**src/hdl/qspi_pkg.sv**
```systemverilog
`default_nettype none

package qspi_pkg;

    typedef logic [31:0] word_t;
    typedef logic [3:0]  byte_en_t;
    typedef logic [3:0]  reg_idx_t;
    typedef logic [5:0]  prescale_t;
    typedef logic [4:0]  dummy_t;
    typedef logic [4:0]  size_t;

    typedef enum logic [1:0] {
        LANE_NONE,
        LANE_X1,
        LANE_X2,
        LANE_X4
    } lane_mode_e;

    // Control register, listed from bit 31 down to bit 0
    typedef struct packed {
        logic       start;
        prescale_t  prescale;
        logic [2:0] spare;
        logic       addr_en;
        size_t      size;
        dummy_t     dummy;
        logic       write;
        lane_mode_e mode;
        logic [7:0] cmd;
    } ccr_t;

    typedef struct packed {
        logic     read;
        logic     write;
        reg_idx_t idx;
        byte_en_t be;
        word_t    wdata;
    } mem_req_t;

    typedef enum logic [2:0] {
        ST_IDLE,
        ST_CMD,
        ST_ADDR,
        ST_DUMMY,
        ST_DATA,
        ST_FETCH,
        ST_STORE,
        ST_END
    } engine_state_e;

    //////////////////////////////
    // Register map
    //////////////////////////////

    localparam int       DR_WORDS = 8;
    localparam reg_idx_t REG_CCR  = 4'd0;
    localparam reg_idx_t REG_ADR  = 4'd1;
    localparam reg_idx_t REG_DR0  = 4'd2;
    localparam reg_idx_t REG_STA  = REG_DR0 + 4'(DR_WORDS);
    localparam int       NUM_REGS = int'(REG_STA) + 1;

    // Status words written by the engine, busy in bit 0 and done in bit 1
    localparam word_t STA_BUSY = 32'h0000_0001;
    localparam word_t STA_DONE = 32'h0000_0002;

endpackage

`default_nettype wire

```
**src/hdl/qspi_mem_arbiter.sv**
```systemverilog
`default_nettype none

module qspi_mem_arbiter (
    input  wire                     clk_i,
    input  wire                     arst_n_i,
    input  wire qspi_pkg::mem_req_t host_req_i,
    input  wire qspi_pkg::mem_req_t eng_req_i,
    output logic                    host_ccr_o,
    output qspi_pkg::mem_req_t      mem_req_o,
    output logic                    eng_gnt_o
);
    import qspi_pkg::*;

    logic host_sel;
    logic eng_act;
    logic host_ccr_q;

    // The host never waits, any strobe takes the port
    assign host_sel = host_req_i.read || host_req_i.write;
    assign eng_act  = eng_req_i.read || eng_req_i.write;

    assign mem_req_o = host_sel ? host_req_i : eng_req_i;
    assign eng_gnt_o = !host_sel && eng_act;

    // Tags the CCR update of the last cycle as coming from the host side,
    // lines up with the write pulse of the register file
    always_ff @(posedge clk_i or negedge arst_n_i) begin
        if (!arst_n_i) begin
            host_ccr_q <= 1'b0;
        end else begin
            host_ccr_q <= host_req_i.write && host_req_i.idx == REG_CCR;
        end
    end

    assign host_ccr_o = host_ccr_q;

endmodule

`default_nettype wire

```
**config.mk**
```make
export PLATFORM = sky130hd
export DESIGN_NAME = qspi_mem_arbiter
export DESIGN_NICKNAME = d
export VERILOG_FILES = /design/src/hdl/qspi_pkg.sv /design/src/hdl/qspi_mem_arbiter.sv
export SDC_FILE = /design/constraint.sdc
export NUM_CORES = 1
export LEC_CHECK = 0
export BUFFER_PORTS_ARGS = -buffer_cell sky130_fd_sc_hd__clkbuf_2
export CELL_PAD_IN_SITES_DETAIL_PLACEMENT = 2
export CELL_PAD_IN_SITES_GLOBAL_PLACEMENT = 2
export CORE_MARGIN = 10
export CORE_UTILIZATION = 10
export CTS_BUF_LIST = sky130_fd_sc_hd__clkbuf_4
export CTS_CLUSTER_SIZE = 12
export DETAILED_ROUTE_END_ITERATION = 10
export PLACE_DENSITY_LB_ADDON = 0.2
export SYNTH_ARGS = -nofsm -noshare
export SYNTH_HDL_FRONTEND = slang
export SYNTH_SLANG_ARGS = --single-unit
```
**constraint.sdc**
```tcl
create_clock -name clk_i -period 0.9 [get_ports clk_i]
set_input_delay 0.135 -clock clk_i [delete_from_list [all_inputs] [get_ports clk_i]]
set_output_delay 0.135 -clock clk_i [all_outputs]
set_load 0.02 [all_outputs]
```
Word level (Yosys, flattened, before mapping)
Index checks and enable logic that the tools add are counted.
- bits in registers: 1
- output and inout bits: 44
- word-level logic and storage cells: 8
- multiplexer cells: 1
- reductions and logical operators: 6
- operators with widths (cell ; count):
    2-to-1 mux 42 bit ; 1
    zero test 4 bit ; 1
    logical AND 1 bit ; 2
    logical OR 1 bit ; 2
    zero test 1 bit ; 1

Depth between registers and ports, before layout
Gate-level depths: netlist of the first run.
- depth in word-level cells: 3
- depth in mapped cells: 3

Worst setup path after synthesis of the first run
Ideal clock, no wire load.
- path kind: input-to-output
- start point: in host_req_i[41] (netlist name)
- end point: out mem_req_o[10] (netlist name)
- data arrival time: 0.866 ns
- data required time: 0.765 ns
- slack: -0.101 ns
- cell stages on the path: 3
- buffers on the path: 1
- path through: nor2_4 -> clkbuf_8 -> mux2_2
- RTL lines (element ; line ; RTL):
    from (decl) ; qspi_mem_arbiter.sv:6 ; input wire qspi_pkg::mem_req_t host_req_i,
    to (decl) ; qspi_mem_arbiter.sv:9 ; output qspi_pkg::mem_req_t mem_req_o,

==> results of run 1 <==
-- power by group through the flow --
stage	sequential, µW	clock (µW)	combinational, µW
5_1_grt	46.8	0	1150
4_1_cts	46.7	0	912
6_report	46.7	0	1090
3_3_place_gp	46.7	0	877
2_1_floorplan	47.6	0	520
3_5_place_dp	46.7	0	897
-- cell families after synthesis --
family,after synthesis
compound gates,3
buf+inv,6
flops,1
mux,40
simple gates,3
-- timing repair --
item                                   in CTS  in global routing
pin swaps                                   0                  3
cloned                                      0                  3
resized for setup                           4                 97
endpoints found under the hold margin       1                  0
setup buffers                               0                  3
hold buffers                                1                  0
setup endpoints to repair                  42                 43
-- how the worst max path moves through the flow --
stage,from,end
floorplan,host_req_i[41],mem_req_o[10]
detailed placement,host_req_i[41],mem_req_o[0]
finish,host_req_i[40],mem_req_o[0]
CTS,host_req_i[41],mem_req_o[0]
global route,host_req_i[40],mem_req_o[4]
global placement,host_req_i[41],mem_req_o[0]
-- cell type report --
type	count	area, µm²	share of cell area [%]
Inverter	2	7.507	0.4208
Multi-Input combinational cell	46	644.4	36.12
Sequential cell	1	25.02	1.403
Tap cell	72	90.09	5.049
Timing Repair Buffer	139	1017	57.01
-- routing by layer --
metal	track usage, %	part of all wire [%]	vias up
met1	7.403	34	481
met4	0	0	0
met2	16.62	54	75
met5	0	0	-
met3	4.329	12	0
li1	-	-	469
-- layout by cell type, fill, tap and decap left out, drive strengths merged --
cell type    synthesis  layout
clkbuf               4      95
inv                  2       2
dfrtp                1       1
nor2                 2       2
o21a                 1       1
a21o                 1       1
o21ai                1       1
dlygate4sd3          0       1
mux2                40      40
or4                  1       1
buf                  0      43
-- per-stage QoR --
| step | setup WS, ns | std cells | total power [µW] | utilization (%) | hold slack, ns |
|---|---|---|---|---|---|
| finish | -0.3547 | 260 | 1135 | 31.63 | 0.3931 |
| global route | -0.3878 | 260 | 1201 | 31.63 | 0.4107 |
| CTS | -0.3745 | 254 | 958.4 | 26.37 | 0.4174 |
| detailed placement | -0.3755 | 253 | 943.7 | 25.81 | -0.08648 |
| global placement | -0.3673 | 253 | 923.8 | 25.81 | -0.09019 |
| floorplan | -0.06943 | 53 | 567.8 | - | -0.1606 |
==> key figures, run 1 <==
Route
  • Post-route DRC: 0
  • Routed WL: 4828 µm
  • Antenna Violating Nets Remaining: 0
  • Via count: 1,025
  • Via density: 3.942
  • Drt wl/cell: 18.57 µm
  • First drt pass iteration count: 2
  • Drt initial violations: 6

Global route
  • Antenna violations before repair: 0
  • Pin count of the biggest net entering global routing: 22
  • Vias in the first global route: 1,199
  • GRT Util Overall: 8.239%
  • First-pass GRT wire length: 6513 µm
  • GRT overflow: 0

Critical path
  • CP Cell Sequence: buf_8 > nor2_4 > buf_12 > buf_12 > mux2_2 > buf_2
  • Critical path's slowest cell: mux2_2
  • Worst path top cell family by delay: buffers and inverters
  • CP max FO: 10
  • CP bufs+invs: 4
  • Crit path DAT: 1.12 ns
  • Worst EP required: 0.76 ns
  • Critical path launch point type: input pin
  • Crit path top cell by count: buf_12
  • Cell depth of the worst setup path: 6
  • Crit end category: primary output
  • Kind of critical path: input pin to primary output
  • CP max stage delay: 0.33 ns

Timing
  • Final Max Slew Viols: 0
  • Final setup TNS: -13.27 ns
  • RSZ-0062 raised after global routing: true
  • Final hold viol count: 0
  • Max Fclk: 797.0 MHz
  • Slew @ Worst Pin: 0.1468 ns
  • Slew Limit Headroom: 90.11%
  • Final worst path period share: 139.4%
  • Setup violators final: 42
  • Post-layout min period: 1.255 ns
  • Fin worst setup slack: -0.3547 ns

Cells and area
  • Antenna diodes: 0
  • Share of layout cells above drive strength 1: 96.28%
  • Cell area after layout: 0.001784 mm²
  • Fin nets: 276
  • Layout area overhead: 200.8%
  • Max reg flops: 1
  • Layout fillers: 645

Status
  • Violated checks: negative setup slack
  • Status: complete, but fails checks

Synthesis
  • Flops & latches, synth: 1
  • Synth top area share: 70.25%
  • Synthesis Warnings: 0
  • Post-synthesis cell area: 593.1 µm²
  • Yosys cell types: 11
  • Cells after Synth: 53
  • Most used DFF post-synth: dfrtp_1
  • Synthesized area per cell: 11.19 µm²
  • Post-Synth Adder-Cell Area: 0%
  • Simple-gate area share of the yosys netlist: 3.797%
  • Synth top cells by count: mux2_2, clkbuf_8, mux2_4, inv_1
  • Net Count, Synth: 139
  • Ys async rst share: 100.0%
  • Top-count cell post-synth: mux2_2
  • Synth area leaders: mux2_2, clkbuf_8, mux2_4, dfrtp_1, nor2_4
  • Xor and xnor area share after synthesis: 0%
  • Synth Area in Compound Gates: 3.586%
  • Largest family of logic cells by synthesized area: multiplexers
  • Synth area leader: mux2_2
  • Post-synth EDFFs: 0
  • Multiplexer share of the synthesized area: 77.85%
  • Seq/Total Area, Yosys: 4.219%

Min path
  • Type of the worst min-delay path: input pin to flop
  • Hold path depth: 3
  • Hold worst-path end: host_ccr_o
  • Hold Path Origin: host_req_i[40]

Die
  • Cell Rows: 27
  • Die Area: 0.009411 mm²
  • Core area: 0.005642 mm²
  • Initial Util: 10.51%
  • Die Span X: 97.01 µm
  • Die Ht: 97.01 µm
  • IO Pins: 130

Pwr
  • Total power per unit cell area: 636.1 mW/mm²
  • LEAKAGE: 0.001012 µW
  • Power Internal: 681.5 µW
  • Combinational Power Share: 95.9%
  • Part of the power in registers: 4.1%
  • NetSw: 453.3 µW
  • Clock power frac: 0%
  • VDD IR-drop max: 0.3050 mV
  • Sw Ratio: 39.95%

Place
  • GPL Wtd Cong: 0.7658
  • DP Wirelength: 4247 µm
  • Placed inst area: 0.001456 mm²
  • IO buf count: 129

Job
  • Number of max-cap violations: 0

Clock network
  • Worst-path clk slew: 0 ns
(Power assumes the default switching activity.)
==> run 2: changes to the inputs <==
CORE_MARGIN = 3   (was 10)
==> key figures, run 2 (synthesis results as in run 1) <==
Cells and area
  • Finished Layout Cells: 268 (+3.1%)
  • Layout area overhead: 223.8%
  • Share of layout cells above drive strength 1: 96.94% (+0.66 points)
  • Antenna diodes: 0 (unchanged)
  • Max reg flops: 1 (unchanged)
  • Fin nets: 284 (+2.9%)
  • Most frequent cells in the layout: clkbuf_2, mux2_4, buf_6, buf_4, buf_2
  • Leading cell type in the layout, fill and taps excluded: clkbuf_2

Die
  • IO Pins: 130 (unchanged)
  • Die Span X: 83.01 µm (-14%)
  • Cell Rows: 27 (unchanged)
  • Initial Util: 10.58% (+0.063 points)
  • Die Area: 0.006891 mm² (-27%)
  • Core area: 0.005608 mm² (-0.60%)
  • Die Ht: 83.01 µm (-14%)

Place
  • GPL Wtd Cong: 0.7906 (+3.2%)
  • DP Wirelength: 3654 µm (-14%)
  • IO buf count: 129 (unchanged)
  • Placed Cells: 257 (+1.6%)

Route
  • Routed WL: 4471 µm (-7.4%)
  • Antenna Violating Nets Remaining: 0 (unchanged)
  • Post-route DRC: 0 (unchanged)
  • Via density: 3.821 (-3.1%)
  • Drt initial violations: 13 (+7)
  • Drt wl/cell: 16.68 µm (-10%)
  • Via count: 1,024 (-0.098%)
  • First drt pass iteration count: 2 (unchanged)

Timing
  • Post-layout min period: 1.280 ns (+0.02510 ns)
  • Final worst path period share: 142.2% (+2.8 points)
  • Setup violators final: 42 (unchanged)
  • Max Fclk: 781.3 MHz (-2.0%)
  • RSZ-0062 raised after global routing: true
  • Final Max Slew Viols: 0 (unchanged)
  • Final hold viol count: 0 (unchanged)
  • Final setup TNS: -14.29 ns (-1.019 ns)
  • Slew Limit Headroom: 91.15% (+1.0 points)
  • Slew @ Worst Pin: 0.1313 ns (-0.01553 ns)
  • Fin worst setup slack: -0.3798 ns (-0.02510 ns)

Pwr
  • VDD IR-drop max: 0.2078 mV (-32%)
  • Total power per unit cell area: 631.1 mW/mm² (-0.78%)
  • LEAKAGE: 0.001077 µW (+6.5%)

Min path
  • Type of the worst min-delay path: input pin to flop

Critical path
  • Kind of critical path: input pin to primary output
  • CP max FO: 8 (-2)
  • Crit path DAT: 1.14 ns (+0.02 ns)
  • Critical path launch point type: input pin
  • End of the critical path: mem_req_o[36]
  • Worst EP required: 0.76 ns (about the same)
  • CP startpoint: host_req_i[41]
  • Crit end category: primary output

Global route
  • First-pass GRT wire length: 6058 µm (-7.0%)
  • GRT overflow: 0 (unchanged)
  • Antenna violations before repair: 0 (unchanged)
  • Pin count of the biggest net entering global routing: 18 (-18%)
  • Vias in the first global route: 1,156 (-3.6%)
  • GRT Util Overall: 10.58% (+2.3 points)

Clock network
  • Worst-path clk slew: 0 ns (unchanged)

Status
  • Violated checks: negative setup slack
  • Status: complete, but fails checks

Job
  • Number of max-cap violations: 0 (unchanged)
==> run 2: worst max-delay path: stages <==
cell	delay [ns]
buf_8	0.10
nor2_4	0.14
buf_12	0.15
clkbuf_16	0.17
mux2_4	0.31
buf_6	0.13
==> run 2: per-stage QoR <==
stage | area (µm²) | total power [µW] | hold slack (ns) | setup slack, ns | util (%)
2_1_floorplan | 728.2 | 567.8 | -0.1606 | -0.06943 | -
3_3_place_gp | 1486 | 923.6 | -0.08974 | -0.3810 | 26.51
3_5_place_dp | 1486 | 951.6 | -0.08800 | -0.4058 | 26.51
4_1_cts | 1577 | 999.9 | 0.4159 | -0.3964 | 28.11
5_1_grt | 1921 | 1274 | 0.4094 | -0.4084 | 34.25
6_report | 1921 | 1212 | 0.3992 | -0.3798 | 34.25
==> run 2: repair_timing <==
item,CTS,global route
hold endpoints to repair,1,0
endpoints found under the setup margin,42,44
resized for setup,5,123
hold buffers,1,0
pin swaps,3,3
buffers inserted,2,5
gates cloned,1,4
==> run 2: worst min-delay path by stage <==
stage / from / to / slack [ns] / cells past startpoint
final: host_req_i[36] / host_ccr_o / 0.40 / 3
after global routing: host_req_i[36] / host_ccr_o / 0.41 / 3
after CTS: host_req_i[37] / host_ccr_o / 0.42 / 3
after detailed placement: arst_n_i / host_ccr_o / -0.09 / 1
after global placement: arst_n_i / host_ccr_o / -0.09 / 1
after floorplan: arst_n_i / host_ccr_o / -0.16 / 0
==> run 2: area by class of cell <==
type | count | area (µm²)
fill | 642 | 3687
inverter | 2 | 7.507
multi-input combinational | 46 | 655.6
sequential | 1 | 25.02
tap | 72 | 90.09
timing repair buffer | 147 | 1142
==> run 2: per-layer routing <==
layer | vias up | GRT usage (%) | share of wire (%) | wire (µm)
met3 | 0 | 2.579 | 6.4 | 288
met4 | 0 | 0 | 0 | 0
met2 | 58 | 22.74 | 58 | 2575
li1 | 486 | - | - | -
met1 | 480 | 10.53 | 36 | 1607
met5 | - | 0 | 0 | 0
==> run 2: report_power, final <==
part	switching (µW)	total [µW]	internal, µW
clock	0	0	0
sequential	0.221	46.7	46.5
combinational	470	1170	695
