## src/hdl/qspi_pkg.sv

```systemverilog
`default_nettype none

package qspi_pkg;

    typedef logic [31:0] word_t;
    typedef logic [3:0]  byte_en_t;
    typedef logic [3:0]  reg_idx_t;
    typedef logic [5:0]  prescale_t;
    typedef logic [4:0]  dummy_t;
    typedef logic [4:0]  size_t;

    typedef enum logic [1:0] {
        LANE_NONE,
        LANE_X1,
        LANE_X2,
        LANE_X4
    } lane_mode_e;

    // Control register, listed from bit 31 down to bit 0
    typedef struct packed {
        logic       start;
        prescale_t  prescale;
        logic [2:0] spare;
        logic       addr_en;
        size_t      size;
        dummy_t     dummy;
        logic       write;
        lane_mode_e mode;
        logic [7:0] cmd;
    } ccr_t;

    typedef struct packed {
        logic     read;
        logic     write;
        reg_idx_t idx;
        byte_en_t be;
        word_t    wdata;
    } mem_req_t;

    typedef enum logic [2:0] {
        ST_IDLE,
        ST_CMD,
        ST_ADDR,
        ST_DUMMY,
        ST_DATA,
        ST_FETCH,
        ST_STORE,
        ST_END
    } engine_state_e;

    //////////////////////////////
    // Register map
    //////////////////////////////

    localparam int       DR_WORDS = 8;
    localparam reg_idx_t REG_CCR  = 4'd0;
    localparam reg_idx_t REG_ADR  = 4'd1;
    localparam reg_idx_t REG_DR0  = 4'd2;
    localparam reg_idx_t REG_STA  = REG_DR0 + 4'(DR_WORDS);
    localparam int       NUM_REGS = int'(REG_STA) + 1;

    // Status words written by the engine, busy in bit 0 and done in bit 1
    localparam word_t STA_BUSY = 32'h0000_0001;
    localparam word_t STA_DONE = 32'h0000_0002;

endpackage

`default_nettype wire

```

## src/hdl/qspi_shift_engine.sv

```systemverilog
`default_nettype none

module qspi_shift_engine (
    input  wire                      clk_i,
    input  wire                      arst_n_i,
    input  wire qspi_pkg::ccr_t      ccr_i,
    input  wire [23:0]               addr_i,
    input  wire                      ccr_wr_i,
    output qspi_pkg::mem_req_t       req_o,
    input  wire                      gnt_i,
    input  wire qspi_pkg::word_t     rdata_i,
    input  wire                      rise_i,
    input  wire                      fall_i,
    output logic                     run_o,
    output logic                     pause_o,
    output qspi_pkg::prescale_t      prescale_o,
    output logic                     cs_n_o,
    output logic [3:0]               io_o,
    output logic [3:0]               io_oe_o,
    input  wire [3:0]                io_i,
    output logic                     done_o
);
    import qspi_pkg::*;

    engine_state_e state_q;
    engine_state_e cmd_st;
    engine_state_e addr_st;
    engine_state_e data_st;
    ccr_t          cfg_q;
    logic [31:0]   sh_q;
    word_t         dr_q;
    logic [4:0]    cnt_q;
    logic [8:0]    bit_q;
    logic          sta_pend_q;
    logic          rd_pend_q;
    logic          done_q;
    logic          start;
    logic          own_gnt;
    logic [2:0]    step;
    logic [8:0]    tot_bits;
    logic [8:0]    bit_nxt;
    logic [8:0]    bit_last;
    byte_en_t      last_be;
    logic [3:0]    lanes_out;
    logic [3:0]    lanes_in;
    logic [4:0]    pos [4];

    assign start    = ccr_wr_i && ccr_i.start && state_q == ST_IDLE;
    assign own_gnt  = gnt_i && !sta_pend_q;
    assign tot_bits = ({4'd0, cfg_q.size} + 9'd1) << 3;
    assign bit_nxt  = bit_q + {6'd0, step};
    assign bit_last = bit_q - 9'd1;

    //////////////////////////////
    // Phase sequencing
    //////////////////////////////

    assign data_st = (cfg_q.mode == LANE_NONE) ? ST_END :
                     cfg_q.write ? ST_FETCH : ST_DATA;
    assign addr_st = (cfg_q.dummy != '0) ? ST_DUMMY : data_st;
    assign cmd_st  = cfg_q.addr_en ? ST_ADDR : addr_st;

    always_comb begin
        case (cfg_q.mode)
            LANE_X2: step = 3'd2;
            LANE_X4: step = 3'd4;
            default: step = 3'd1;
        endcase
    end

    // Bit j of the current clock sits at this position of the data word,
    // byte lane from bits 4:3 and MSB first inside the byte
    always_comb begin
        for (int j = 0; j < 4; j++) begin
            pos[j]          = {bit_q[4:3], ~bit_q[2:0] - 3'(j)};
            lanes_out[3 - j] = dr_q[pos[j]];
        end
    end

    always_comb begin
        case (cfg_q.mode)
            LANE_X1: lanes_in = {io_i[1], 3'b000};
            LANE_X2: lanes_in = {io_i[1:0], 2'b00};
            default: lanes_in = io_i;
        endcase
    end

    // Final word of a read may be partial
    always_comb begin
        case (bit_q[4:3])
            2'd1:    last_be = 4'b0001;
            2'd2:    last_be = 4'b0011;
            2'd3:    last_be = 4'b0111;
            default: last_be = 4'b1111;
        endcase
    end

    always_ff @(posedge clk_i or negedge arst_n_i) begin
        if (!arst_n_i) begin
            state_q    <= ST_IDLE;
            cnt_q      <= '0;
            bit_q      <= '0;
            sta_pend_q <= 1'b0;
            rd_pend_q  <= 1'b0;
            done_q     <= 1'b0;
        end else begin
            done_q <= 1'b0;
            if (sta_pend_q && gnt_i) begin
                sta_pend_q <= 1'b0;
            end
            case (state_q)
                ST_IDLE: begin
                    if (start) begin
                        state_q    <= ST_CMD;
                        cnt_q      <= 5'd7;
                        bit_q      <= '0;
                        sta_pend_q <= 1'b1;
                    end
                end
                ST_CMD: begin
                    if (fall_i) begin
                        cnt_q <= cnt_q - 5'd1;
                        if (cnt_q == '0) begin
                            state_q <= cmd_st;
                            cnt_q   <= cfg_q.addr_en ? 5'd23 : cfg_q.dummy - 5'd1;
                        end
                    end
                end
                ST_ADDR: begin
                    if (fall_i) begin
                        cnt_q <= cnt_q - 5'd1;
                        if (cnt_q == '0) begin
                            state_q <= addr_st;
                            cnt_q   <= cfg_q.dummy - 5'd1;
                        end
                    end
                end
                ST_DUMMY: begin
                    if (fall_i) begin
                        cnt_q <= cnt_q - 5'd1;
                        if (cnt_q == '0) begin
                            state_q <= data_st;
                        end
                    end
                end
                ST_DATA: begin
                    if (fall_i) begin
                        bit_q <= bit_nxt;
                        if (bit_nxt == tot_bits) begin
                            state_q <= cfg_q.write ? ST_END : ST_STORE;
                        end else if (bit_nxt[4:0] == '0) begin
                            state_q <= cfg_q.write ? ST_FETCH : ST_STORE;
                        end
                    end
                end
                ST_FETCH: begin
                    if (own_gnt) begin
                        rd_pend_q <= 1'b1;
                    end
                    if (rd_pend_q) begin
                        rd_pend_q <= 1'b0;
                        state_q   <= ST_DATA;
                    end
                end
                ST_STORE: begin
                    if (own_gnt) begin
                        state_q <= (bit_q == tot_bits) ? ST_END : ST_DATA;
                    end
                end
                ST_END: begin
                    if (own_gnt) begin
                        state_q <= ST_IDLE;
                        done_q  <= 1'b1;
                    end
                end
                default: state_q <= ST_IDLE;
            endcase
        end
    end

    // Command and address leave through one shift register, data is
    // picked from and placed into the data word by position
    always_ff @(posedge clk_i) begin
        if (start) begin
            cfg_q <= ccr_i;
            sh_q  <= {ccr_i.cmd, addr_i};
        end else if ((state_q == ST_CMD || state_q == ST_ADDR) && fall_i) begin
            sh_q <= sh_q << 1;
        end
        if (state_q == ST_FETCH && rd_pend_q) begin
            dr_q <= rdata_i;
        end else if (state_q == ST_DATA && rise_i && !cfg_q.write) begin
            for (int j = 0; j < 4; j++) begin
                if (j < int'(step)) begin
                    dr_q[pos[j]] <= lanes_in[3 - j];
                end
            end
        end
    end

    //////////////////////////////
    // Register file requests
    //////////////////////////////

    always_comb begin
        req_o = '0;
        if (sta_pend_q) begin
            req_o.write = 1'b1;
            req_o.idx   = REG_STA;
            req_o.be    = 4'hf;
            req_o.wdata = STA_BUSY;
        end else begin
            case (state_q)
                ST_FETCH: begin
                    req_o.read = !rd_pend_q;
                    req_o.idx  = REG_DR0 + {1'b0, bit_q[7:5]};
                    req_o.be   = 4'hf;
                end
                ST_STORE: begin
                    req_o.write = 1'b1;
                    req_o.idx   = REG_DR0 + {1'b0, bit_last[7:5]};
                    req_o.be    = last_be;
                    req_o.wdata = dr_q;
                end
                ST_END: begin
                    req_o.write = 1'b1;
                    req_o.idx   = REG_STA;
                    req_o.be    = 4'hf;
                    req_o.wdata = STA_DONE;
                end
                default: req_o = '0;
            endcase
        end
    end

    always_comb begin
        io_o    = 4'b0000;
        io_oe_o = 4'b0000;
        case (state_q)
            ST_CMD, ST_ADDR: begin
                io_o[0]    = sh_q[31];
                io_oe_o[0] = 1'b1;
            end
            ST_DATA, ST_FETCH: begin
                if (cfg_q.write) begin
                    case (cfg_q.mode)
                        LANE_X2: begin
                            io_o    = {2'b00, lanes_out[3:2]};
                            io_oe_o = 4'b0011;
                        end
                        LANE_X4: begin
                            io_o    = lanes_out;
                            io_oe_o = 4'b1111;
                        end
                        default: begin
                            io_o    = {3'b000, lanes_out[3]};
                            io_oe_o = 4'b0001;
                        end
                    endcase
                end
            end
            default: io_oe_o = 4'b0000;
        endcase
    end

    // Flash clock stops while a data word waits on the register file
    assign pause_o    = state_q == ST_FETCH || state_q == ST_STORE;
    assign cs_n_o     = state_q == ST_IDLE || state_q == ST_END;
    assign run_o      = !cs_n_o;
    assign prescale_o = cfg_q.prescale;
    assign done_o     = done_q;

endmodule

`default_nettype wire

```

## config.mk

```make
export PLATFORM = sky130hd
export DESIGN_NAME = qspi_shift_engine
export DESIGN_NICKNAME = d
export VERILOG_FILES = /design/src/hdl/qspi_pkg.sv /design/src/hdl/qspi_shift_engine.sv
export SDC_FILE = /design/constraint.sdc
export NUM_CORES = 1
export LEC_CHECK = 0
export BUFFER_PORTS_ARGS = -buffer_cell sky130_fd_sc_hd__buf_4
export CAP_MARGIN = 20
export CORE_MARGIN = 3
export CORE_UTILIZATION = 55
export CTS_CLUSTER_DIAMETER = 200
export DETAILED_ROUTE_END_ITERATION = 8
export PLACE_DENSITY_LB_ADDON = 0.2
export SYNTH_ARGS = -nofsm -noshare
export SYNTH_HDL_FRONTEND = slang
export SYNTH_SLANG_ARGS = --single-unit
```

## constraint.sdc

```tcl
create_clock -name clk_i -period 4.2 [get_ports clk_i]
set_clock_uncertainty 0.1 [all_clocks]
set_input_delay 0.21 -clock clk_i [delete_from_list [all_inputs] [get_ports clk_i]]
set_output_delay 0.21 -clock clk_i [all_outputs]
set_load 0.02 [all_outputs]
```

* Word-level counts from Yosys, hierarchy flattened *
Cells that the tools add are included.

word-level totals
  bits in registers = 104
  latch bits = 0
  memory bits (writable) = 0
  ROM bits = 0
  input bits = 98
  output and inout port bits = 60
  logic and storage cells = 187
  memories = 0

cells by class
  add/sub/neg operators = 10
  $mul = 0
  div/mod/pow operators = 0
  magnitude comparators = 12
  equality and inequality tests = 27
  shift operators = 0
  multiplexer cells = 89
  bitwise gates (word level) = 1
  reduce and logical (&&, ||, !) cells = 34

operators by type and width
  operator              number
  $mux W32              14
  $bwmux W32            4
  $pmux W32 S2          1
  $mux W3               17
  $mux W41              1
  $mux W5               7
  $lt A5 B6 Y1 const B  4
  $pmux W3 S8           1
  $pmux W4 S2           3
  $pmux W8 S3           1
  $ne A2 B2 Y1 const B  11
  $bmux W1 S5           4
  $demux W1 S5          4
  $ge A5 B1 Y1 const B  4
  $pmux W5 S4           1
  $mux W1               19
  $eq A9 B9 Y1          2
  $mux W9               2
  $pmux W9 S2           1
  $eq A3 B3 Y1 const B  4
  $logic_and A1 B1 Y1   12
  $pmux W4 S3           1
  $reduce_and A12 Y1    1
  $logic_not A5 Y1      2
  29 further kinds      52

* Longest topological paths before layout *
  word-level depth = 21
  gate-level depth with buffers = 12
  gate-level depth less buffers = 11

* Worst setup path before layout *
No wires, ideal clock.

  path kind = register -> register
  start point = reg state_q[1]
  end point = reg sh_q[0] (enable)
  setup time = 0.466 ns
  data arrival time = 3.061 ns
  data required time = 3.634 ns
  path slack = 0.574 ns
  stages on the path, launching flop included = 4
  buffers on the path = 1
  period minus slack after synthesis = 3.626 ns
  path through = dfrtp_1 -> clkbuf_1 -> xnor2_1 -> o21ai_0

on the way
  word-level cells in the longest chain between the ends = 4
  elaborated cells on any way between the ends = 7
  classes of those cells = 2 x eq/ne; 5 x reduce/logical

RTL lines
  item                                                 RTL line                  source
  start, declared                                      qspi_shift_engine.sv:25   engine_state_e state_q;
  start signal, assigned                               qspi_shift_engine.sv:124  state_q <= cmd_st;
  start signal, assigned                               qspi_shift_engine.sv:133  state_q <= addr_st;
  start signal, assigned                               qspi_shift_engine.sv:142  state_q <= data_st;
  $eq A3 B1 Y1 / $eq A3 B2 Y1 (equally long branches)  qspi_shift_engine.sv:187  end else if ((state_q == ST_CMD || state_q == ST_ADDR) && fall_i) begin
  $logic_or A1 B1 Y1                                   qspi_shift_engine.sv:187
  $logic_and A1 B1 Y1                                  qspi_shift_engine.sv:187
  $reduce_bool A2 Y1 (no source line) (*)              -
  end signal, assigned                                 qspi_shift_engine.sv:186  sh_q <= {ccr_i.cmd, addr_i};
  end signal, assigned                                 qspi_shift_engine.sv:188  sh_q <= sh_q << 1;
  end, declared                                        qspi_shift_engine.sv:30   logic [31:0] sh_q;

Mark *: on every way between the ends. The rest lies on a longest branch, timed or not.
A chain may end at the register's enable or synchronous reset.

* Worst setup path in the final report *
  start point = reg bit_q[1]
  end point = out io_o[0]

on the way
  word-level cells in the longest chain between the ends = 7
  elaborated cells on any way between the ends = 12
  classes of those cells = 2 x add/sub; 9 x mux; 1 x bitwise

RTL lines
  item                                                   RTL line                  source
  start, declared                                        qspi_shift_engine.sv:33   logic [8:0] bit_q;
  start signal, assigned                                 qspi_shift_engine.sv:148  bit_q <= bit_nxt;
  $not A3 Y3 (*)                                         qspi_shift_engine.sv:75   pos[j] = {bit_q[4:3], ~bit_q[2:0] - 3'(j)};
  $sub A3 B2 Y3 / $sub A3 B1 Y3 (equally long branches)  qspi_shift_engine.sv:75
  $bmux W1 S5                                            qspi_shift_engine.sv:76   lanes_out[3 - j] = dr_q[pos[j]];
  $mux W1 (implied by the code)                          qspi_shift_engine.sv:76
  $pmux W4 S2 (*)                                        qspi_shift_engine.sv:246  case (cfg_q.mode)
  $mux W4 (*)                                            qspi_shift_engine.sv:245  if (cfg_q.write) begin
  $pmux W1 S2 (*)                                        qspi_shift_engine.sv:239  case (state_q)
  end, declared                                          qspi_shift_engine.sv:18   output logic [3:0] io_o,

Mark *: on every way between the ends. The rest lies on a longest branch, timed or not. The select of a mux whose other input is x is not followed.

==> key figures <==
Worst setup path
  – Slowest Stage Delay on Critical Path: 0.66 ns
  – Top delay family on crit path: multiplexers
  – Crit path DAT: 3.49 ns
  – Crit start category: flop
  – Slowest CP cell: ha_1
  – Critical path required time: 3.89 ns
  – Crit path max fanout: 21
  – CP Buf/Inv Count: 3
  – Worst Setup End Kind: primary output
  – Critical path class: reg -> out
  – CP cell instances: buf_4, inv_1, ha_1, mux4_2, mux2i_1, mux2i_1, or3b_2, o311ai_0, or3_1, buf_4

Floorplanning
  – Ports: 158
  – Initial Util: 0.565
  – Die W: 128 um
  – Die area: 16500 um^2
  – CORE AREA: 14600 um^2
  – # rows: 44
  – Die Ht: 128 um

Clock network
  – Worst-Skew Late Latency: 0.36 ns
  – Setup bufs post-CTS: 0
  – Clock buffer depth: 2
  – # resized after CTS: 0
  – Clock sink total: 104
  – Cts hold-fix bufs: 32
  – Num CTS Buffers: 9
  – Root Driver: clkbuf_16
  – H-tree Lvls: 3
  – Clock-pin slew on the worst setup and hold paths: 0.09 ns
  – CTS tree: built

Timing
  – RSZ-0062 raised after global routing: no
  – Final setup viols: 0
  – Worst slew margin: 0.317
  – TNS Setup: 0 ns
  – Measured slew at the worst slew-check pin: 1.02 ns
  – Pins Over Slew Limit: 0
  – Max frequency: 263 MHz
  – Tcrit/Tclk final: 0.904
  – Post-route setup slack: 0.403 ns
  – Tmin final: 3.80 ns
  – Final hold vios: 0

Layout
  – Final Util: 0.692
  – Area Overhead vs Synth: 22.6%
  – Layout Nets: 1164
  – Fraction of layout cells with a size suffix above 1: 0.220

Power and ir drop
  – Cell Pwr Density: 607 nW/um^2
  – Design Power: 6.13 mW
  – Worst vdd ir: 0.290 mV
  – LEAKAGE: 4.25 nW

Drt
  – DRC violations left: 0
  – Vias per cell: 6.32
  – Pre-Repair DR Iteration Count: 6
  – Routed len/inst: 19.6 um
  – Iteration-0 DRC Markers: 906
  – Routed WL: 24200 um
  – Vias: 7781
  – Routed Antenna Nets: 0

Yosys
  – EDFF count, synth: 84
  – Mapped Area: 8240 um^2
  – Distinct cells, synth: 70
  – Top FF cell, synth: edfxtp_1
  – FFs w/ async S/R, synth: 0.192
  – Ys Warns: 0
  – Register area share after synthesis: 0.367
  – Post-Syn Area per Cell: 9.22 um^2
  – Synth Register Bits: 104
  – Syn nets: 1016
  – Syn Inst Count: 893

Global route
  – Wire length of the first global-routing pass: 37400 um
  – GRT Overall Usage: 0.289
  – Number of global-route vias before repair: 7110
  – Grt ovf: 0
  – Initial antenna violation count: 0
  – Pin count of the biggest net entering global routing: 41

Placed design
  – Dpl hpwl: 17200 um
  – GP Congestion: 0.933
  – Pre-CTS WS: 0.804 ns
  – I/O Buffers: 154

Run status
  – Outcome: complete, no violations

Flow run
  – Maxcap violations: 0

Hold path
  – Worst hold path class: in -> reg
synth_stat cells (9+ instances only):
cell type / instances / share of area
o21ai_0: 59 / 0.036
inv_1: 16 / 0.0073
mux4_2: 24 / 0.066
nor2_1: 48 / 0.022
edfxtp_1: 84 / 0.31
nand3_1: 31 / 0.019
nor3_1: 17 / 0.010
mux2i_1: 15 / 0.018
nand2b_1: 12 / 0.0091
xnor2_1: 14 / 0.015
a21o_1: 20 / 0.018
mux4_1: 9 / 0.029
nor2b_1: 14 / 0.011
a21oi_1: 41 / 0.025
and2_1: 37 / 0.028
clkbuf_1: 40 / 0.018
dfrtp_1: 20 / 0.061
ha_1: 24 / 0.036
buf_1: 11 / 0.0050
a211oi_1: 21 / 0.019
buf_4: 11 / 0.010
nand2_1: 172 / 0.078
power breakdown:
group	total, mW	leakage (nW)	internal (mW)	switching [mW]
registers	1.82	1.03	1.52	0.303
clock network	0.899	0.152	0.434	0.466
logic	3.41	3.07	1.47	1.94
total	6.13	4.25	3.42	2.71
final timing paths:
| check | slack (ns) | cells after the start | endpoint | startpoint |
|---|---|---|---|---|
| max | 0.40 | 10 | io_o[0] | bit_q[1]$_DFFE_PN0P_ |
| max reg2reg | 0.80 | 8 | dr_q[14]$_DFFE_PP_ | bit_q[2]$_DFFE_PN0P_ |
| min | 0.005 | 3 | sh_q[23]$_DFFE_PP_ | addr_i[23] |
| min in group asynchronous | 0.17 | 2 | cnt_q[3]$_DFFE_PN0P_ | arst_n_i |
| min reg2reg | 0.42 | 2 | sh_q[24]$_DFFE_PP_ | sh_q[23]$_DFFE_PP_ |
| max in group asynchronous | 3.57 | 2 | bit_q[0]$_DFFE_PN0P_ | arst_n_i |
cell families after synthesis:
kind of cell,count (synthesis),synth area share
fa+ha+maj,26,0.0401
buf+inv,90,0.0498
flops,104,0.367
compound gates,235,0.193
xor+xnor,23,0.0261
mux,49,0.115
simple gates,366,0.208
metrics by stage:
stage | instance area (um^2) | hold WS [ns] | instances
finish | 10100 | 0.00468 | 1232
global route | 10100 | 0.00333 | 1230
CTS | 10100 | 0.000359 | 1229
detailed placement | 9450 | 0.0176 | 1181
global placement | 9450 | 0.0187 | 1181
floorplan | 8240 | -0.186 | 893
tightest hold or removal path: stages:
cell	delay, ns
buf_4	0.07
nand2_1	0.04
nand2_1	0.05
layer usage:
layer	GRT usage	wire, um	vias to the layer above
li1	-	-	3625
met1	0.399	9620	3672
met2	0.446	11200	442
met3	0.0876	2900	42
met4	0.0843	441	0
met5	0	0	-
layout make-up:
class                   instances  area, um^2
inverters                      20        75.1
fillers                      1155        4490
flip-flops and latches        104        3020
clock inverters                 7        83.8
multi-input cells             699        4810
well taps                     184         230
diodes                          2        5.00
repair buffers                207        1640
clock buffers                   9         225
sequential cells by signal, indices dropped and copies added (netlist names), 3 cells and up:
name	flops
cnt_q	5
state_q	3
sh_q	32
bit_q	9
prescale_o	6
cfg_q	14
dr_q	32
placed cells by master, fill, tap and decap left out, types with 12 or more instances in the layout:
cell type	Yosys	final
dfrtp_1	20	19
dlygate4sd3_1	0	32
nor2b_1	14	14
xnor2_1	14	14
mux2i_1	15	15
nor3_1	17	16
o21ai_0	59	58
a21oi_1	41	41
nand3_1	31	31
edfxtp_1	84	84
inv_1	16	16
ha_1	24	24
nand2b_1	12	12
nand2_1	172	172
mux4_2	24	24
buf_4	11	174
a211oi_1	21	21
a21o_1	20	20
nor2_1	48	48
and2_1	37	37
No activity file was read; power rests on OpenSTA's default activity.
