`config.mk`:
```
export PLATFORM = sky130hd
export DESIGN_NAME = qspi_sclk_gen
export DESIGN_NICKNAME = d
export VERILOG_FILES = /design/src/hdl/qspi_pkg.sv /design/src/hdl/qspi_sclk_gen.sv
export SDC_FILE = /design/constraint.sdc
export NUM_CORES = 1
export LEC_CHECK = 0
export BUFFER_PORTS_ARGS = -buffer_cell sky130_fd_sc_hd__buf_4
export CAP_MARGIN = 20
export CORE_AREA = 2 2 39 41
export CTS_CLUSTER_SIZE = 30
export DETAILED_ROUTE_END_ITERATION = 8
export DIE_AREA = 0 0 41 43
export GPL_TIMING_DRIVEN = 0
export PLACE_DENSITY = 0.54
export SYNTH_ARGS = -nofsm -noshare
export SYNTH_HDL_FRONTEND = slang
export SYNTH_SLANG_ARGS = --single-unit
```
`constraint.sdc`:
```
create_clock -name clk_i -period 1.23 [get_ports clk_i]
set_clock_uncertainty 0.05 [all_clocks]
set_input_delay 0 -clock clk_i [delete_from_list [all_inputs] [get_ports clk_i]]
set_output_delay 0 -clock clk_i [all_outputs]
set_load 0.005 [all_outputs]
```
`src/hdl/qspi_pkg.sv`:
```
`default_nettype none

package qspi_pkg;

    typedef logic [31:0] word_t;
    typedef logic [3:0]  byte_en_t;
    typedef logic [3:0]  reg_idx_t;
    typedef logic [5:0]  prescale_t;
    typedef logic [4:0]  dummy_t;
    typedef logic [4:0]  size_t;

    typedef enum logic [1:0] {
        LANE_NONE,
        LANE_X1,
        LANE_X2,
        LANE_X4
    } lane_mode_e;

    // Control register, listed from bit 31 down to bit 0
    typedef struct packed {
        logic       start;
        prescale_t  prescale;
        logic [2:0] spare;
        logic       addr_en;
        size_t      size;
        dummy_t     dummy;
        logic       write;
        lane_mode_e mode;
        logic [7:0] cmd;
    } ccr_t;

    typedef struct packed {
        logic     read;
        logic     write;
        reg_idx_t idx;
        byte_en_t be;
        word_t    wdata;
    } mem_req_t;

    typedef enum logic [2:0] {
        ST_IDLE,
        ST_CMD,
        ST_ADDR,
        ST_DUMMY,
        ST_DATA,
        ST_FETCH,
        ST_STORE,
        ST_END
    } engine_state_e;

    //////////////////////////////
    // Register map
    //////////////////////////////

    localparam int       DR_WORDS = 8;
    localparam reg_idx_t REG_CCR  = 4'd0;
    localparam reg_idx_t REG_ADR  = 4'd1;
    localparam reg_idx_t REG_DR0  = 4'd2;
    localparam reg_idx_t REG_STA  = REG_DR0 + 4'(DR_WORDS);
    localparam int       NUM_REGS = int'(REG_STA) + 1;

    // Status words written by the engine, busy in bit 0 and done in bit 1
    localparam word_t STA_BUSY = 32'h0000_0001;
    localparam word_t STA_DONE = 32'h0000_0002;

endpackage

`default_nettype wire

```
`src/hdl/qspi_sclk_gen.sv`:
```
`default_nettype none

module qspi_sclk_gen (
    input  wire                      clk_i,
    input  wire                      arst_n_i,
    input  wire                      run_i,
    input  wire                      pause_i,
    input  wire qspi_pkg::prescale_t prescale_i,
    output logic                     sclk_o,
    output logic                     rise_o,
    output logic                     fall_o
);
    import qspi_pkg::*;

    prescale_t cnt_q;
    logic      sclk_q;
    logic      tick;

    // Half period ends after prescale + 1 active cycles
    assign tick = run_i && !pause_i && cnt_q == prescale_i;

    always_ff @(posedge clk_i or negedge arst_n_i) begin
        if (!arst_n_i) begin
            cnt_q  <= '0;
            sclk_q <= 1'b0;
        end else if (!run_i) begin
            cnt_q  <= '0;
            sclk_q <= 1'b0;
        end else if (!pause_i) begin
            if (tick) begin
                cnt_q  <= '0;
                sclk_q <= !sclk_q;
            end else begin
                cnt_q <= cnt_q + 6'd1;
            end
        end
    end

    // Strobes lead the clock edge they announce by one cycle
    assign rise_o = tick && !sclk_q;
    assign fall_o = tick && sclk_q;
    assign sclk_o = sclk_q;

endmodule

`default_nettype wire

```
# Word level (Yosys, flattened, before mapping)
# Cells that the tools add are included.
[classes]
addsub = 1
n_eq_ne = 3
n_reduce_logical = 7
muxes = 6
[ops]
columns = ["op", "n"]
rows = [
  ["$mux 6", 3],
  ["$add 6x1->6 const B", 1],
  ["$eq 6x6->1", 1],
  ["$logic_and 1x1->1", 4],
  ["$mux 1", 3],
  ["$logic_not 1->1", 2],
  ["$ne 2x1->1 const B", 1],
  ["$ne 2x2->1 const B", 1],
  ["$reduce_and 2->1", 1],
]
[word_totals]
elab_cells = 19
ff_bits = 7
in_bits = 10
out_inout_bits = 3

# Depth between registers and ports, before layout
# Gate-level depths: netlist (run 1).
[logic_depth]
word_depth = 6
mapped_depth = 5
ltp_nobuf = 5

# Worst setup path before layout (run 1)
# OpenSTA, ideal clock, no wires.
[synth_timing]
kind = "reg2reg"
start = "register cnt_q[2]"
end = "register sclk_q, in the netlist sclk_o"
period_less_slack_ps = 1251
setup_time_ps = 79
stages_incl_launch_ff = 5
t_arrival_ps = 1122
n_path_buf = 0
setup_slack_ps = -21
required_time_ps = 1101
cell_sequence = "dfrtp_1 > xnor2_1 > nand4_2 > nor3_2 > mux2i_1"
[synth_via]
elab_chain_len = 4
[synth_lines]
columns = ["item", "line_no", "rtl"]
rows = [
  ["start, declared", "qspi_sclk_gen.sv:15", "prescale_t cnt_q;"],
  ["start signal, assigned", "qspi_sclk_gen.sv:34", "cnt_q <= cnt_q + 6'd1;"],
  ["$eq 6x6->1", "qspi_sclk_gen.sv:20", "assign tick = run_i && !pause_i && cnt_q == prescale_i;"],
  ["$logic_and 1x1->1", "qspi_sclk_gen.sv:20", ""],
  ["$ne 2x1->1 (no line)", "--", ""],
  ["$reduce_and 2->1 (no line)", "--", ""],
  ["end signal, assigned", "qspi_sclk_gen.sv:32", "sclk_q <= !sclk_q;"],
  ["end, declared", "qspi_sclk_gen.sv:16", "logic sclk_q;"],
]
# Every way passes these cells.
# A chain may end at the register's enable or synchronous reset.

# Worst setup path after layout (run 1)
[layout_timing]
start = "register cnt_q[1]"
end = "output rise_o"
[layout_via]
elab_chain_len = 3
[layout_lines]
columns = ["item", "line_no", "rtl"]
rows = [
  ["$eq 6x6->1", "qspi_sclk_gen.sv:20", ""],
  ["$logic_and 1x1->1", "qspi_sclk_gen.sv:20", ""],
  ["$logic_and 1x1->1", "qspi_sclk_gen.sv:40", "assign rise_o = tick && !sclk_q;"],
  ["end, declared", "qspi_sclk_gen.sv:10", "output logic rise_o,"],
]
# Every way passes these cells.

==> flow_summary.toml, run 1 <==
[routing]
dr.pass1.iters = 4
detail_route.iter0.violations = 6
detail_route.vias_per_cell = 4.92
antenna_violating_nets_post_route = 0
remaining_drc_errors = 0
drt_wl_total_um = 982
routed_wire_length_per_instance_um = 11.8
routed-via-count = 408

[floorplanning]
placeableCoreArea_um2 = 1380
die_area_um2 = 1760
die_w_um = 41
dieHeight_um = 43
initial_core_util_pct = 31.9
num_rows = 14
pin_count = 13

[synth]
synth_enable_flop_cells = 0
dominantRegCellSynth = "dfrtp_1"
syn-num-nets = 53
ys_top_cells_by_count = "8 x xnor2_1, 7 x dfrtp_1, 5 x nor2_1, 4 x nand3_1"
post_synth_num_cell_types = 20
synthCells = 42
share_of_flip_flops_with_an_asynchronous_set_or_reset_after_synthesis_pct = 100
synth_most_common_cell = "xnor2_1"
post_synth_instance_area_um2 = 442
ys_ff_latch = 7
synth.yosys.seq_area_share_pct = 39.7
synth_top_cell_by_area = "dfrtp_1"
synth.top_cells.by_area = "dfrtp_1 40%, xnor2_1 16%, o31ai_4 4.8%, nand3_1 4.5%, nor2_1 4.2%"
post_synth.cell_area_avg_um2 = 10.5
yosysWarningCount = 0
netlist.area_leader.share_pct = 39.7

[outcome]
status = "finished with violations"
violations_in_the_final_reports = "negative setup slack"

[timing]
grt_setup_unrepaired = "yes"
maxSlewViolCount = 0
postLayoutSetupSlackWorst_ns = -0.262
final_hold_viol_count = 0
finalSetupViolCount = 9
max_freq_mhz = 670
worst-slew-pin-transition_ns = 0.255
slew_headroom_pct = 83.0
post-route-period-util_pct = 121
fin_crit_ns = 1.49

[final_layout]
antennaDiodeCount = 0
syn_to_final_growth_pct = 62.0
final_util_pct = 51.7
drive_above_1_share_pct = 53.7
finish.instance_area_um2 = 716
nFillCells = 125
net_total_in_the_final_layout = 79
final-instance-count-excl-fill = 83

[setup_path]
worstRegToRegCells = 5
cp-startpoint = "cnt_q[1]$_DFFE_PN0P_"
r2r_end = "cnt_q[2]$_DFFE_PN0P_"
wp_data_required_ns = 1.18
timing.rr.start = "cnt_q[5]$_DFFE_PN0P_"
timing_worst_setup_path_type = "reg -> out"
end_kind = "output port"
crit_path_start_kind = "register"
worstPathArrival_ns = 1.44
critical_path_peak_fanout = 4
setup.reg_to_reg.worst_slack_ns = -0.13
timing.critical_path.to = "rise_o"

[clock_tree]
cts.clk_slew.worst_paths_ns = 0.05
cts_bufs_inserted = 3
number_of_sinks_handled_by_clock_tree_synthesis = 7
tritoncts = "built"
htree_levels = 1
insertion_delay_of_the_later_clocked_pin_in_the_worst_skew_pair_ns = 0.26
cts-root-buf = "clkbuf_4"
cts.path.max_buffers = 2

[placement]
dpl_cell_area_um2 = 552
post-place-ws_ns = -0.193
portBuffers = 12
dpl.cell_count = 70
gp_congestion = 0.662

[global_route]
grt_use_total_pct = 13.6
grt_pass1_wl_um = 1590
antenna_found_initial = 0
via_count_of_the_first_global_routing_pass = 385
largest_net_degree_at_the_start_of_global_routing = 10
grt_overflow = 0

[power]
p_leak_nw = 0.333
powerDensity_nw_per_um2 = 801
ir_worst_vdd_mv = 0.316

[min_path]
hp-class = "in -> reg"
timing.hold.worst.start = "pause_i"

[run]
cap_viol_max_count = 0
## state kept, by name, summed over array words and instances, names as in the netlist
name and cells:
sclk_o 1, cnt_q 6
## repair_timing
action	4_1_cts	5_1_grt
hold buffers	2	0
gates cloned	0	0
pin swaps	5	7
resized for setup	5	6
setup buffers	7	0
endpoints found under the hold margin	8	0
endpoints found under the setup margin	9	9
## worst min-delay path by stage
stage,endpoint,depth (start not counted)
after floorplan,cnt_q[0]$_DFFE_PN0P_,0
after global placement,cnt_q[0]$_DFFE_PN0P_,1
after detailed placement,cnt_q[1]$_DFFE_PN0P_,1
after CTS,cnt_q[0]$_DFFE_PN0P_,3
after global routing,cnt_q[0]$_DFFE_PN0P_,3
final,cnt_q[0]$_DFFE_PN0P_,3
## final cells by class
class	instances	area (µm²)	area share [%]
Multi-Input combinational cell	35	328	45.8
Sequential cell	7	175	24.5
Timing Repair Buffer	21	166	23.3
Clock buffer	4	26.3	3.67
Tap cell	16	20.0	2.80
## logic make-up (layout without fill, tap and decap cells)
family	after synthesis	in the layout	share of synthesized area, %
mux	1	1	2.27
fa+ha+maj	1	1	2.83
buf+inv	0	25	0
flops	7	7	39.7
xor+xnor	10	10	19.8
simple gates	20	20	28.3
compound gates	3	3	7.08
## critical path: stages, from the launching register on
cell	delay (ns)
dfrtp_1	0.43
xnor2_2	0.16
nand2_2	0.12
nor3_4	0.20
and3b_1	0.17
buf_4	0.10
## report_power, final
group / leakage [nW] / switching [W] / total (W) / internal [W]
Sequential: 0.0964 / 0.00000730 / 0.000244 / 0.000237
Clock: 0.0150 / 0.0000919 / 0.000216 / 0.000124
Combinational: 0.222 / 0.0000501 / 0.000113 / 0.0000631
## through the flow
step	power, W	TNS (ns)	hold slack (ns)
final	0.000573	-1.17	0.0160
after global routing	0.000606	-2.02	0.0458
after CTS	0.000566	-1.60	0.0124
after detailed placement	0.000328	-1.00	-0.230
after global placement	0.000328	-0.961	-0.230
after floorplan	0.000285	-0.0212	-0.346
## layer usage
layer,share of wire (%),vias to the layer above,track usage [%]
li1,-,197,-
met1,42,194,15.0
met2,52,13,21.3
met3,3.5,4,3.14
met4,3.4,0,10.0
met5,0,-,0
## cell usage in the layout, fill, tap and decap left out, types with 2 or more instances in the layout
cell and n:
buf_4 18, xor2_1 2, dfrtp_1 7, nor2_1 5
nand3_1 3, xnor2_2 6, xnor2_1 2, dlygate4sd3_1 2
clkbuf_4 3
No activity file was read; power rests on OpenSTA's default activity.
==> run 2, diff against run 1 <==
CORE_AREA = 4 4 41 43   (was 2 2 39 41)
DIE_AREA = 0 0 45 47   (was 0 0 41 43)
==> flow_summary.toml, run 2 (same netlist as run 1, synthesis figures left out) <==
[setup_path]
worstPathArrival_ns = 1.43
critical_path_peak_fanout = 3
timing_worst_setup_path_type = "reg -> out"
end_kind = "output port"
path_cells = "xnor2_2 -> nand4_2 -> nor3_4 -> and3b_1 -> buf_4"
wp_data_required_ns = 1.18
crit_path_start_kind = "register"
cpPeakStageDelay_ns = 0.42
crit_path_top_delay_cell = "dfrtp_2"

[timing]
post-route-period-util_pct = 120
final.hold.worst_slack_ns = 0.0137
maxSlewViolCount = 0
slew_headroom_pct = 84.0
worst-slew-pin-transition_ns = 0.240
setup-tns-final_ns = -1.40
postLayoutSetupSlackWorst_ns = -0.251
grt_setup_unrepaired = "yes"
fin_crit_ns = 1.48
max_freq_mhz = 675
finalSetupViolCount = 9
final_hold_viol_count = 0

[final_layout]
net_total_in_the_final_layout = 79
drive_above_1_share_pct = 52.2
final-instance-count-excl-fill = 82
nFillCells = 123
largest_reg_flops = 6
mostFrequentLayoutCells = "19 x buf_4, 5 x xnor2_2, 5 x nor2_1, 5 x dfrtp_1, 4 x nand3_1"
syn_to_final_growth_pct = 58.1
final_common_cell = "buf_4"
registers.top_by_ff_count = "cnt_q"
antennaDiodeCount = 0
multi_input_area_um2 = 313
area.sequential_um2 = 178

[clock_tree]
cts_bufs_inserted = 3
insertion_delay_of_the_later_clocked_pin_in_the_worst_skew_pair_ns = 0.25
cts-root-buf = "clkbuf_4"
number_of_sinks_handled_by_clock_tree_synthesis = 7
cts.clk_slew.worst_paths_ns = 0.05
htree_levels = 1
cts.path.max_buffers = 2
tritoncts = "built"

[routing]
detail_route.vias_per_cell = 4.76
highest_layer = "met4"
drt_wl_total_um = 927
remaining_drc_errors = 0
routed_wire_length_per_instance_um = 11.3
antenna_violating_nets_post_route = 0
routed-via-count = 390
dr.pass1.iters = 2
detail_route.iter0.violations = 3
routed-wl-met2_um = 429
met3_wirelength_um = 42
wl_met1_um = 430

[floorplanning]
num_rows = 13
die_area_um2 = 2120
placeableCoreArea_um2 = 1300
pin_count = 13
dieHeight_um = 47
die_w_um = 45
initial_core_util_pct = 33.9

[power]
ir_worst_vdd_mv = 0.527
totalPowerFinal_w = 0.000571
powerDensity_nw_per_um2 = 818
p_leak_nw = 0.327

[placement]
portBuffers = 12
gp_congestion = 0.678
dpl.cell_count = 69
post-place-ws_ns = -0.157

[global_route]
antenna_found_initial = 0
grt_pass1_wl_um = 1550
grt_overflow = 0
via_count_of_the_first_global_routing_pass = 370
grt_use_total_pct = 10.6
largest_net_degree_at_the_start_of_global_routing = 10

[outcome]
violations_in_the_final_reports = "negative setup slack"
status = "finished with violations"

[min_path]
hp-class = "in -> reg"

[run]
cap_viol_max_count = 0
[run 2: final cells by class]
type	count	area share, %
Multi-Input combinational cell	35	44.8
Sequential cell	7	25.4
Timing Repair Buffer	21	23.3
Clock buffer	4	3.76
Tap cell	15	2.69
[run 2: path summary, 6_finish.rpt]
check	slack [ns]	startpoint	depth (start not counted)	endpoint
setup / recovery	-0.25	cnt_q[0]$_DFFE_PN0P_	5	rise_o
hold / removal	0.01	pause_i	3	cnt_q[0]$_DFFE_PN0P_
setup reg to reg	-0.17	cnt_q[0]$_DFFE_PN0P_	5	cnt_q[2]$_DFFE_PN0P_
hold reg to reg	0.53	sclk_o$_DFFE_PN0P_	2	sclk_o$_DFFE_PN0P_
max in group asynchronous	0.94	arst_n_i	2	cnt_q[3]$_DFFE_PN0P_
min in group asynchronous	0.04	arst_n_i	2	cnt_q[5]$_DFFE_PN0P_
[run 2: power breakdown]
part,switching (W),internal [W]
logic,0.0000494,0.0000641
registers,0.00000726,0.000237
clock network,0.0000892,0.000124
[run 2: what timing repair did]
action / 4_1_cts / 5_1_grt
hold buffers: 2 / 0
buffers inserted: 6 / 1
gates resized for setup: 6 / 3
pin swaps: 6 / 4
endpoints found under the hold margin: 11 / 0
endpoints found under the setup margin: 9 / 9
[run 2: critical path: cells and delay by family (launching register included)]
family                    cells  cell delay, ns
xor gates and xnor gates      1            0.14
buffers and inverters         1            0.10
DFF                           1            0.42
and+or+nand+nor               3            0.51
[run 2: stage by stage]
step / area (µm²) / utilization (%)
after floorplan: 442 / -
after global placement: 551 / 42.3
after global routing: 698 / 53.7
after CTS: 674 / 51.8
after detailed placement: 551 / 42.3
final: 698 / 53.7
[run 2: per-layer routing]
metal / up-vias / GRT usage, %
met5: - / 0
met1: 178 / 12.4
met3: 4 / 2.30
li1: 199 / -
met4: 0 / 8.77
met2: 9 / 16.7
==> run 3, diff against run 2 <==
PLACE_DENSITY = unset   (was 0.54)
==> flow_summary.toml, run 3 (same netlist as run 1, synthesis figures left out) <==
[outcome]
status = "finished with violations"
violations_in_the_final_reports = "negative setup slack"

[timing]
finalSetupViolCount = 9
final_hold_viol_count = 0
fin_crit_ns = 1.46
maxSlewViolCount = 0
post-route-period-util_pct = 119
slew_headroom_pct = 80.7
worst-slew-pin-transition_ns = 0.290
postLayoutSetupSlackWorst_ns = -0.229
max_freq_mhz = 685
grt_setup_unrepaired = "yes"

[run]
cap_viol_max_count = 0

[floorplanning]
pin_count = 13
placeableCoreArea_um2 = 1300
dieHeight_um = 47
initial_core_util_pct = 33.9
num_rows = 13
die_w_um = 45
die_area_um2 = 2120

[routing]
detail_route.vias_per_cell = 4.73
dr.pass1.iters = 4
drt_wl_total_um = 939
detail_route.iter0.violations = 8
routed-via-count = 378
routed_wire_length_per_instance_um = 11.7
remaining_drc_errors = 0
antenna_violating_nets_post_route = 0

[final_layout]
final_util_pct = 52.3
syn_to_final_growth_pct = 54.1
area.sequential_um2 = 175
finish.instance_area_um2 = 681
mostFrequentLayoutCells = "17 x buf_4, 7 x dfrtp_1, 5 x xnor2_2, 5 x nor2_1, 4 x nand3_1"
largest_reg_flops = 6
nFillCells = 124
drive_above_1_share_pct = 47.7
net_total_in_the_final_layout = 77
registers.top_by_ff_count = "cnt_q"
final_common_cell = "buf_4"
antennaDiodeCount = 0
multi_input_area_um2 = 313

[global_route]
grt_pass1_wl_um = 1710
grt_use_total_pct = 11.9
grt_overflow = 0
largest_net_degree_at_the_start_of_global_routing = 10
via_count_of_the_first_global_routing_pass = 394
antenna_found_initial = 0

[power]
ir_worst_vdd_mv = 0.416
powerDensity_nw_per_um2 = 829
p_leak_nw = 0.317

[setup_path]
timing_worst_setup_path_type = "reg -> out"
crit_path_top_delay_cell = "dfrtp_1"
end_kind = "output port"
cpPeakStageDelay_ns = 0.42
worstPathArrival_ns = 1.41
critical_path_peak_fanout = 4
path_cells = "xnor2_2 -> nand2_2 -> nor3_4 -> and3_1 -> buf_4"
wp_data_required_ns = 1.18
crit_path_start_kind = "register"
setup.reg_to_reg.worst_slack_ns = -0.22

[min_path]
hp-class = "in -> reg"

[clock_tree]
cts-root-buf = "clkbuf_4"
cts_bufs_inserted = 3
cts.clk_slew.worst_paths_ns = 0.05
number_of_sinks_handled_by_clock_tree_synthesis = 7
tritoncts = "built"
htree_levels = 1
cts.path.max_buffers = 2
insertion_delay_of_the_later_clocked_pin_in_the_worst_skew_pair_ns = 0.26

[placement]
final_hpwl_from_detailed_placement_um = 660
dpl_cell_area_um2 = 551
gp_congestion = 0.758
portBuffers = 12
## run 3: final timing paths
check | start | end | cells after the start
max in group asynchronous | arst_n_i | cnt_q[4]$_DFFE_PN0P_ | 2
max | cnt_q[1]$_DFFE_PN0P_ | fall_o | 5
min in group asynchronous | arst_n_i | sclk_o$_DFFE_PN0P_ | 2
max reg2reg | cnt_q[5]$_DFFE_PN0P_ | cnt_q[3]$_DFFE_PN0P_ | 5
min reg2reg | sclk_o$_DFFE_PN0P_ | sclk_o$_DFFE_PN0P_ | 2
min | pause_i | cnt_q[0]$_DFFE_PN0P_ | 3
## run 3: per-stage QoR
stage               setup TNS (ns)  hold slack, ns  setup WS (ns)  power [W]  cells
floorplan                  -0.0212          -0.346        -0.0212   0.000285     42
global placement            -0.899          -0.228         -0.135   0.000328     69
CTS                          -1.60         0.00254         -0.260   0.000568     80
global route                 -2.43          0.0227         -0.340   0.000604     80
finish                       -1.53         0.00645         -0.229   0.000565     80
detailed placement          -0.907          -0.230         -0.136   0.000329     69
## run 3: metal layers
layer | GRT usage (%) | routed length, µm | vias up
li1 | - | - | 191
met1 | 13.8 | 387 | 180
met2 | 17.8 | 488 | 5
met3 | 6.90 | 47 | 2
met4 | 5.26 | 15 | 0
met5 | 0 | 0 | -
## run 3: worst max-delay path: cells and delay by family, from the launching register on
family	cells	cell delay, ns
flops	1	0.42
simple gates	3	0.47
buf+inv	1	0.10
xor+xnor	1	0.15
## run 3: report_power, final
part           total, W  switching (W)  internal, W
Clock          0.000213      0.0000887     0.000124
Sequential     0.000243     0.00000613     0.000237
Combinational  0.000109      0.0000491    0.0000598
## run 3: cell type report
type                       count  area share [%]
multi-input combinational     35            46.0
clock buffer                   4            3.86
sequential                     7            25.7
tap                           15            2.76
timing repair buffer          19            21.7
## run 3: what timing repair did
item,CTS,global route
buffers inserted,5,1
pin swaps,6,5
endpoints found under the setup margin,9,9
endpoints found under the hold margin,9,0
hold buffers,2,0
resized for setup,4,3
